==> config.mk <==
export PLATFORM = sky130hd
export DESIGN_NAME = flush_subsys
export DESIGN_NICKNAME = d
export VERILOG_FILES = /design/src/rtl/flush_pkg.sv /design/src/rtl/controller.sv /design/src/rtl/dcache_flush_unit.sv /design/src/rtl/flush_subsys.sv
export SDC_FILE = /design/constraint.sdc
export NUM_CORES = 1
export LEC_CHECK = 0
export BUFFER_PORTS_ARGS = -buffer_cell sky130_fd_sc_hd__buf_4
export CAP_MARGIN = 10
export CORE_ASPECT_RATIO = 1.25
export CORE_UTILIZATION = 55
export CTS_CLUSTER_DIAMETER = 150
export CTS_CLUSTER_SIZE = 28
export DETAILED_ROUTE_END_ITERATION = 7
export PLACE_DENSITY = 0.73
export SLEW_MARGIN = 20
export SYNTH_ARGS = -nofsm -noshare
export SYNTH_HDL_FRONTEND = slang
export SYNTH_SLANG_ARGS = --single-unit
==> constraint.sdc <==
create_clock -name clk_i -period 8.6 [get_ports clk_i]
set_clock_uncertainty 0.2 [all_clocks]
set_input_delay 2.58 -clock clk_i [delete_from_list [all_inputs] [get_ports clk_i]]
set_output_delay 2.58 -clock clk_i [all_outputs]
set_load 0.01 [all_outputs]
==> src/rtl/flush_pkg.sv <==
// Shared geometry, writeback address map and walk encoding, imported by every flush RTL block
package flush_pkg;

    // ----------------------------------------
    // Data-cache geometry
    // ----------------------------------------
    localparam int unsigned NR_LINES   = 16;               // Lines in the data cache
    localparam int unsigned LINE_IDX_W = $clog2(NR_LINES); // Line index width
    localparam int unsigned DATA_W     = 32;               // One data word per line, APB data

    // ----------------------------------------
    // Writeback address map
    // ----------------------------------------
    localparam int unsigned ADDR_W = 32; // APB address width

    // Line i lands at WB_BASE + 4*i
    localparam logic [ADDR_W-1:0] WB_BASE = 32'h8000_0000;

    // ----------------------------------------
    // Flush walk states
    // ----------------------------------------
    // IDLE waits for a request
    // SCAN looks at the dirty bit of the current line
    // SETUP and ACCESS are the two APB phases of a writeback
    // ACK pulses the acknowledge for one cycle
    typedef enum logic [2:0] {
        IDLE   = 3'd0,
        SCAN   = 3'd1,
        SETUP  = 3'd2,
        ACCESS = 3'd3,
        ACK    = 3'd4
    } walk_state_e;

endpackage

==> src/rtl/controller.sv <==
// Flush controller, turns pipeline events into stage flush strobes and runs the dcache fence handshake
module controller
    import flush_pkg::*;
(
    input  logic clk_i,
    input  logic rst_ni,
    // Pipeline events, single-cycle pulses
    input  logic mispredict_i,       // Resolved branch was mispredicted
    input  logic fence_i,            // Fence committed
    input  logic fence_i_i,          // Fence.i committed
    input  logic sfence_vma_i,       // Sfence.vma committed
    input  logic flush_csr_i,        // CSR write with side effect
    input  logic ex_valid_i,         // Exception taken
    input  logic eret_i,             // Return from exception
    input  logic set_debug_pc_i,     // Debug mode entry
    input  logic halt_csr_i,         // Level halt from CSR file (WFI)
    // Flush strobes, same cycle as the event
    output logic set_pc_commit_o,    // PC gen takes the commit PC
    output logic flush_if_o,         // Flush fetch
    output logic flush_unissued_o,   // Drop un-issued scoreboard entries
    output logic flush_id_o,         // Flush decode
    output logic flush_ex_o,         // Flush execute
    output logic flush_icache_o,     // Invalidate the instruction cache
    output logic flush_tlb_o,        // Invalidate the TLBs
    // Data-cache flush handshake
    output logic flush_dcache_o,     // Registered request to the flush unit
    input  logic flush_dcache_ack_i, // One-cycle ack from the flush unit
    output logic halt_o              // Stall commit
);

    logic fence_start;                    // Fence or fence.i this cycle
    logic fence_active_d, fence_active_q; // Dcache flush in flight
    logic flush_dcache_d;

    assign fence_start = fence_i | fence_i_i;

    // ----------------------------------------
    // Strobe decode
    // ----------------------------------------
    always_comb begin : strobe_decode
        set_pc_commit_o  = 1'b0;
        flush_if_o       = 1'b0;
        flush_unissued_o = 1'b0;
        flush_id_o       = 1'b0;
        flush_ex_o       = 1'b0;
        flush_icache_o   = 1'b0;
        flush_tlb_o      = 1'b0;

        // Wrong path fetched, only the front is dirty
        if (mispredict_i) begin
            flush_unissued_o = 1'b1;
            flush_if_o       = 1'b1;
        end

        // Side-effect instructions restart from the commit PC
        if (fence_i || fence_i_i || sfence_vma_i || flush_csr_i) begin
            set_pc_commit_o  = 1'b1;
            flush_if_o       = 1'b1;
            flush_unissued_o = 1'b1;
            flush_id_o       = 1'b1;
            flush_ex_o       = 1'b1;
        end

        if (fence_i_i) begin
            flush_icache_o = 1'b1; // Fetched code may be stale
        end

        if (sfence_vma_i) begin
            flush_tlb_o = 1'b1; // Translations may be stale
        end

        // Trap, return or debug entry wins over everything above.
        // PC gen must take the trap vector, not the commit PC.
        if (ex_valid_i || eret_i || set_debug_pc_i) begin
            set_pc_commit_o  = 1'b0;
            flush_if_o       = 1'b1;
            flush_unissued_o = 1'b1;
            flush_id_o       = 1'b1;
            flush_ex_o       = 1'b1;
        end
    end

    // ----------------------------------------
    // Dcache fence handshake
    // ----------------------------------------
    always_comb begin : fence_ctrl
        fence_active_d = fence_active_q;
        flush_dcache_d = 1'b0;

        if (fence_start) begin
            fence_active_d = 1'b1; // New fence arms the handshake
            flush_dcache_d = 1'b1;
        end else if (fence_active_q && flush_dcache_ack_i) begin
            fence_active_d = 1'b0; // Unit finished the walk
        end else if (fence_active_q) begin
            flush_dcache_d = 1'b1; // Hold request until ack
        end
    end

    // Core stays parked while the dcache drains
    assign halt_o = halt_csr_i | fence_active_q;

    always_ff @(posedge clk_i or negedge rst_ni) begin
        if (!rst_ni) begin
            fence_active_q <= 1'b0;
            flush_dcache_o <= 1'b0;
        end else begin
            fence_active_q <= fence_active_d;
            flush_dcache_o <= flush_dcache_d; // Registered towards the cache
        end
    end

    // ----------------------------------------
    // Assertions
    // ----------------------------------------
    // Unit only reaches its ack state when a fence asked for it
    ack_needs_fence : assert property (
        @(posedge clk_i) disable iff (!rst_ni)
        flush_dcache_ack_i |-> fence_active_q
    ) else $error("Dcache ack without active fence, unit passed state %0d unasked", ACK);

    // Request must not drop before the unit has answered
    req_held_until_ack : assert property (
        @(posedge clk_i) disable iff (!rst_ni)
        (fence_active_q && !flush_dcache_ack_i) |=> flush_dcache_o
    ) else $error("Dcache flush request dropped before ack");

endmodule

==> src/rtl/dcache_flush_unit.sv <==
// Dirty-line store of the data cache, walks all lines on a flush and writes dirty ones back over APB
module dcache_flush_unit
    import flush_pkg::*;
(
    input  logic                  clk_i,
    input  logic                  rst_ni,
    // Flush handshake with the controller
    input  logic                  flush_req_i,   // Held high until ack
    output logic                  flush_ack_o,   // One-cycle pulse at walk end
    // Store port from the core
    input  logic                  store_valid_i,
    input  logic [LINE_IDX_W-1:0] store_idx_i,
    input  logic [DATA_W-1:0]     store_data_i,
    // APB master, write only
    output logic                  psel_o,
    output logic                  penable_o,
    output logic                  pwrite_o,
    output logic [ADDR_W-1:0]     paddr_o,
    output logic [DATA_W-1:0]     pwdata_o,
    input  logic                  pready_i,
    input  logic                  pslverr_i      // Writeback does not retry on error
);

    walk_state_e           state_d, state_q;
    logic [LINE_IDX_W-1:0] idx_d, idx_q;       // Line under inspection
    logic                  last_line;
    logic                  clear_dirty;        // Current line written back

    logic [NR_LINES-1:0]   dirty_q;
    logic [DATA_W-1:0]     line_data_q [NR_LINES];

    assign last_line = (idx_q == LINE_IDX_W'(NR_LINES - 1));

    // ----------------------------------------
    // Walk FSM
    // ----------------------------------------
    always_comb begin : walk_fsm
        state_d     = state_q;
        idx_d       = idx_q;
        clear_dirty = 1'b0;
        flush_ack_o = 1'b0;

        case (state_q)
            IDLE: begin
                if (flush_req_i) begin
                    state_d = SCAN;
                    idx_d   = '0; // Always start from line 0
                end
            end
            SCAN: begin
                if (dirty_q[idx_q]) begin
                    state_d = SETUP; // Needs a writeback
                end else if (last_line) begin
                    state_d = ACK;
                end else begin
                    idx_d = idx_q + 1'b1; // Clean, skip in one cycle
                end
            end
            SETUP: begin
                state_d = ACCESS;
            end
            ACCESS: begin
                // Slave may stretch the access phase
                if (pready_i) begin
                    clear_dirty = 1'b1;
                    if (last_line) begin
                        state_d = ACK;
                    end else begin
                        idx_d   = idx_q + 1'b1;
                        state_d = SCAN;
                    end
                end
            end
            ACK: begin
                flush_ack_o = 1'b1;
                state_d     = IDLE;
            end
            default: begin
                state_d = IDLE;
            end
        endcase
    end

    always_ff @(posedge clk_i or negedge rst_ni) begin
        if (!rst_ni) begin
            state_q <= IDLE;
            idx_q   <= '0;
        end else begin
            state_q <= state_d;
            idx_q   <= idx_d;
        end
    end

    // ----------------------------------------
    // APB drive
    // ----------------------------------------
    assign psel_o    = (state_q == SETUP) || (state_q == ACCESS);
    assign penable_o = (state_q == ACCESS);
    assign pwrite_o  = 1'b1;                    // Writebacks only
    assign paddr_o   = WB_BASE + {{(ADDR_W - LINE_IDX_W - 2){1'b0}}, idx_q, 2'b00};
    assign pwdata_o  = line_data_q[idx_q];

    // ----------------------------------------
    // Line data and dirty bits
    // ----------------------------------------
    always_ff @(posedge clk_i or negedge rst_ni) begin
        if (!rst_ni) begin
            dirty_q <= '0;
            for (int i = 0; i < NR_LINES; i++) begin
                line_data_q[i] <= '0; // Cache comes up clean and zeroed
            end
        end else begin
            if (clear_dirty) begin
                dirty_q[idx_q] <= 1'b0;
            end
            // A store in the same cycle re-dirties its line
            if (store_valid_i) begin
                line_data_q[store_idx_i] <= store_data_i;
                dirty_q[store_idx_i]     <= 1'b1;
            end
        end
    end

    // ----------------------------------------
    // Assertions
    // ----------------------------------------
    // Address and data hold while the slave stalls
    apb_stable : assert property (
        @(posedge clk_i) disable iff (!rst_ni)
        (psel_o && !pready_i) |=> ($stable(paddr_o) && $stable(pwdata_o))
    ) else $error("APB address or data changed during a stalled transfer");

    // Access phase only ever follows a setup phase
    apb_phase_order : assert property (
        @(posedge clk_i) disable iff (!rst_ni)
        penable_o |-> (psel_o && $past(psel_o))
    ) else $error("APB penable without preceding setup");

endmodule

==> src/rtl/flush_subsys.sv <==
// Top level of the flush subsystem, ties the flush controller to the dcache flush unit
module flush_subsys
    import flush_pkg::*;
(
    input  logic                  clk_i,
    input  logic                  rst_ni,
    // Pipeline events
    input  logic                  mispredict_i,
    input  logic                  fence_i,
    input  logic                  fence_i_i,
    input  logic                  sfence_vma_i,
    input  logic                  flush_csr_i,
    input  logic                  ex_valid_i,
    input  logic                  eret_i,
    input  logic                  set_debug_pc_i,
    input  logic                  halt_csr_i,
    // Flush strobes
    output logic                  set_pc_commit_o,
    output logic                  flush_if_o,
    output logic                  flush_unissued_o,
    output logic                  flush_id_o,
    output logic                  flush_ex_o,
    output logic                  flush_icache_o,
    output logic                  flush_tlb_o,
    output logic                  halt_o,
    // Core store port
    input  logic                  store_valid_i,
    input  logic [LINE_IDX_W-1:0] store_idx_i,
    input  logic [DATA_W-1:0]     store_data_i,
    // APB writeback master
    output logic                  psel_o,
    output logic                  penable_o,
    output logic                  pwrite_o,
    output logic [ADDR_W-1:0]     paddr_o,
    output logic [DATA_W-1:0]     pwdata_o,
    input  logic                  pready_i,
    input  logic                  pslverr_i
);

    // ----------------------------------------
    // Internal handshake
    // ----------------------------------------
    logic flush_dcache; // Controller request
    logic flush_ack;    // Unit done

    controller i_controller (
        .clk_i              ( clk_i            ),
        .rst_ni             ( rst_ni           ),
        .mispredict_i       ( mispredict_i     ),
        .fence_i            ( fence_i          ),
        .fence_i_i          ( fence_i_i        ),
        .sfence_vma_i       ( sfence_vma_i     ),
        .flush_csr_i        ( flush_csr_i      ),
        .ex_valid_i         ( ex_valid_i       ),
        .eret_i             ( eret_i           ),
        .set_debug_pc_i     ( set_debug_pc_i   ),
        .halt_csr_i         ( halt_csr_i       ),
        .set_pc_commit_o    ( set_pc_commit_o  ),
        .flush_if_o         ( flush_if_o       ),
        .flush_unissued_o   ( flush_unissued_o ),
        .flush_id_o         ( flush_id_o       ),
        .flush_ex_o         ( flush_ex_o       ),
        .flush_icache_o     ( flush_icache_o   ),
        .flush_tlb_o        ( flush_tlb_o      ),
        .flush_dcache_o     ( flush_dcache     ),
        .flush_dcache_ack_i ( flush_ack        ),
        .halt_o             ( halt_o           )
    );

    dcache_flush_unit i_dcache_flush_unit (
        .clk_i         ( clk_i         ),
        .rst_ni        ( rst_ni        ),
        .flush_req_i   ( flush_dcache  ),
        .flush_ack_o   ( flush_ack     ),
        .store_valid_i ( store_valid_i ),
        .store_idx_i   ( store_idx_i   ),
        .store_data_i  ( store_data_i  ),
        .psel_o        ( psel_o        ),
        .penable_o     ( penable_o     ),
        .pwrite_o      ( pwrite_o      ),
        .paddr_o       ( paddr_o       ),
        .pwdata_o      ( pwdata_o      ),
        .pready_i      ( pready_i      ),
        .pslverr_i     ( pslverr_i     )
    );

endmodule
==> results.md <==
- Status: completed
- I/O pin cnt: 125
- Tmin final: 6.43 ns
- Mapped cell area: 24600 sq um
- Syn avg cell area: 16.3 sq um
- Leak: 0.0111 uW
- Initial antenna violation count: 0
- Post-Synth Simple-Gate Area: 1.62%
- Met2 usage: 38.6%
- Post_cts resized: 0
- Sink Count: 537
- Period utilisation layout: 74.8%
- Cell count after synthesis: 1507
- First-pass DRT Iterations: 4
- Antenna Cells: 0
- Syn. warnings: 0
- Global routing's busiest layer: met2
- Hold path cells: 1
- Nets: 1571
- Ys flop type: dfrtp_1
- Max Cap Violations: 0
- Slew Limit Headroom: 30.2%
- Reg2Reg Setup Slack: 5.46 ns
- Commonest non-fill, non-tap cell in the layout: dfrtp_1
- Min-Delay Endpoint: i_dcache_flush_unit.dirty_q[13]$_DFF_PN0_
- Via Count: 13035
- Largest net degree at the start of global routing: 177
- Critical Path End Type: primary output
- Max Slew Vio Count: 0
- HP Class: flop to flop
- RSZ-0062 raised after global routing: no
- Actual slew at the worst max-slew pin: 1.05 ns
- XOR/XNOR Fraction of Synth Area: 0%
- Post-Place Cells: 2064
- # hold bufs at CTS: 0
- Fin. Hold Viols: 0
- Number of global-route vias before repair: 13834
- Die Span Y: 238 microns
- # Post-CTS Setup Buffers: 0
- Most frequent cells in the layout: 533 x dfrtp_1, 512 x mux2_2, 144 x mux4_2
- Setup TNS Final: 0 ns
- First-pass GRT wire length: 82.9 mm
- Non-filler cells, final: 2090
- Design area: 26200 sq um
- R2r startpoint: i_dcache_flush_unit.idx_q[0]$_DFFE_PN0P_
- CTS max path bufs: 3
- DR DRC count: 0
- Routed wire length: 51.7 mm
- Clk Latency, worst-skew pair: 0.58 ns
- GRT met3 Usage: 2.72%
- Starting DRC count in detailed routing: 921
- Post-DR wirelength/cell: 24.8 microns
- Core Box Area: 44100 sq um
- CP arrival: 3.65 ns
- Kind of critical path: input port to primary output
- H-tree lvl count: 1
- Sequential fraction of the synthesis area: 54.7%
- Req. time, crit path: 5.82 ns
- Startpoint Class: input port
- Cell area after placement: 25600 sq um
- Number of enable flip-flop cells after synthesis: 0
- Row cnt: 86
- Area of the die: 45500 sq um
- VDD IR max: 0.000332 V
- Hold_sp: i_dcache_flush_unit.dirty_q[13]$_DFF_PN0_
- Layout area overhead: 6.58%
- Grt ovf: 0
- Final setup fails: 0
- Sequential cell area: 13500 sq um
- ANT nets after route: 0
- Num CTS Buffers: 23
- # fillers: 3410
- Die W: 191 microns
- CP Max Fanout: 4
- Post-DP HPWL: 28.1 mm
- Largest family of logic cells by synthesized area: multiplexers
- Post-Synth Adder-Cell Area: 0.204%
- Reg2reg path depth: 6
- Starting utilization of the core area: 55.7%
- Synth async-reset ratio: 100%
- Vias per inst: 6.24
- R2R Path End: i_dcache_flush_unit.idx_q[0]$_DFFE_PN0P_
- Buffers on Ports: 94
- Post-synth cell types: 44
- GRT Util Overall: 23.9%
- Share of cells above drive strength 1: 54.3%
- CTS tree: yes
- Root Buffer: clkbuf_16
- GR Util met1: 35.2%
- GPL Wtd Cong: 0.775
- Compound-Gate Fraction of Synth Area: 0.988%
- Maximum clock frequency: 0.156 GHz
- PwrDens: 280 nW/um^2
- Share of synthesized area spent on multiplexers: 38.9%
- #FFs+latches synth: 537
- Multi-input logic area: 10400 sq um
- Clk slew on worst S/H paths: 0.10 ns
==> flip-flops by register name, summed over array words and instances, names as in the netlist <==
name                             cells
i_dcache_flush_unit.dirty_q         16
i_controller.fence_active_q          1
i_dcache_flush_unit.line_data_q    512
i_dcache_flush_unit.idx_q            4
i_controller.flush_dcache_o          1
i_dcache_flush_unit.state_q          3
==> final cells by class <==
type,instances,area share (%)
clock buffers,25,2.23
well taps,572,2.73
repair buffers,119,3.58
flip-flops and latches,537,51.4
clock inverters,1,0.115
inverters,4,0.0573
multi-input cells,832,39.9
==> worst max-delay path, cell delays in order <==
cell	delay [ns]
buf_4	0.12
nor4_1	0.34
nand2_1	0.15
or2_2	0.31
buf_4	0.15
==> cells in the mapped netlist (4+ instances only) <==
cell | instances | share of area (%)
a21o_1 | 9 | 0.28
a21oi_1 | 5 | 0.10
buf_2 | 13 | 0.26
buf_4 | 33 | 1.0
buf_6 | 10 | 0.46
clkbuf_1 | 99 | 1.5
dfrtp_1 | 537 | 55
ha_1 | 4 | 0.20
inv_1 | 4 | 0.061
mux2_2 | 512 | 23
mux2i_1 | 8 | 0.33
mux4_1 | 18 | 1.9
mux4_2 | 144 | 13
nand2_1 | 31 | 0.47
nand2b_1 | 6 | 0.15
nand3_1 | 6 | 0.12
nor2_1 | 17 | 0.26
nor3_1 | 5 | 0.10
o21ai_0 | 7 | 0.14
==> power by group <==
part	switching, uW	leakage [uW]	internal [uW]
logic	1010	0.00427	1550
clock network	774	0.000297	494
registers	383	0.00655	3120
total	2160	0.0111	5170
==> routing by layer <==
metal | vias to the layer above | part of all wire [%]
met5 | - | 0
met4 | 0 | 1.7
met3 | 60 | 4.1
met2 | 278 | 50
met1 | 7164 | 45
li1 | 5533 | -
==> worst max path at each step <==
stage | startpoint | to | depth (start not counted)
2_1_floorplan | fence_i_i | flush_unissued_o | 4
3_3_place_gp | fence_i_i | flush_if_o | 5
3_5_place_dp | fence_i_i | flush_unissued_o | 5
4_1_cts | fence_i_i | flush_unissued_o | 5
5_1_grt | fence_i_i | flush_unissued_o | 5
6_report | fence_i_i | flush_unissued_o | 5
==> cells by family after synthesis <==
group,after synthesis
other,2
AND/OR/NAND/NOR,83
AO/OA/AOI/OAI,34
multiplexers,682
buffers and inverters,165
adder cells (fa/ha/maj),4
flip-flops,537
==> metrics by stage <==
step | hold slack [ns] | total power [uW] | util, % | setup WS, ns
2_1_floorplan | 0.244 | 5480 | - | 2.26
3_3_place_gp | 0.258 | 6060 | 58.0 | 2.12
3_5_place_dp | 0.268 | 6160 | 58.0 | 2.18
4_1_cts | 0.292 | 7420 | 59.3 | 2.17
5_1_grt | 0.318 | 7730 | 59.3 | 2.08
6_report | 0.290 | 7330 | 59.3 | 2.17
Note: power is estimated with default switching activity, not from simulation.
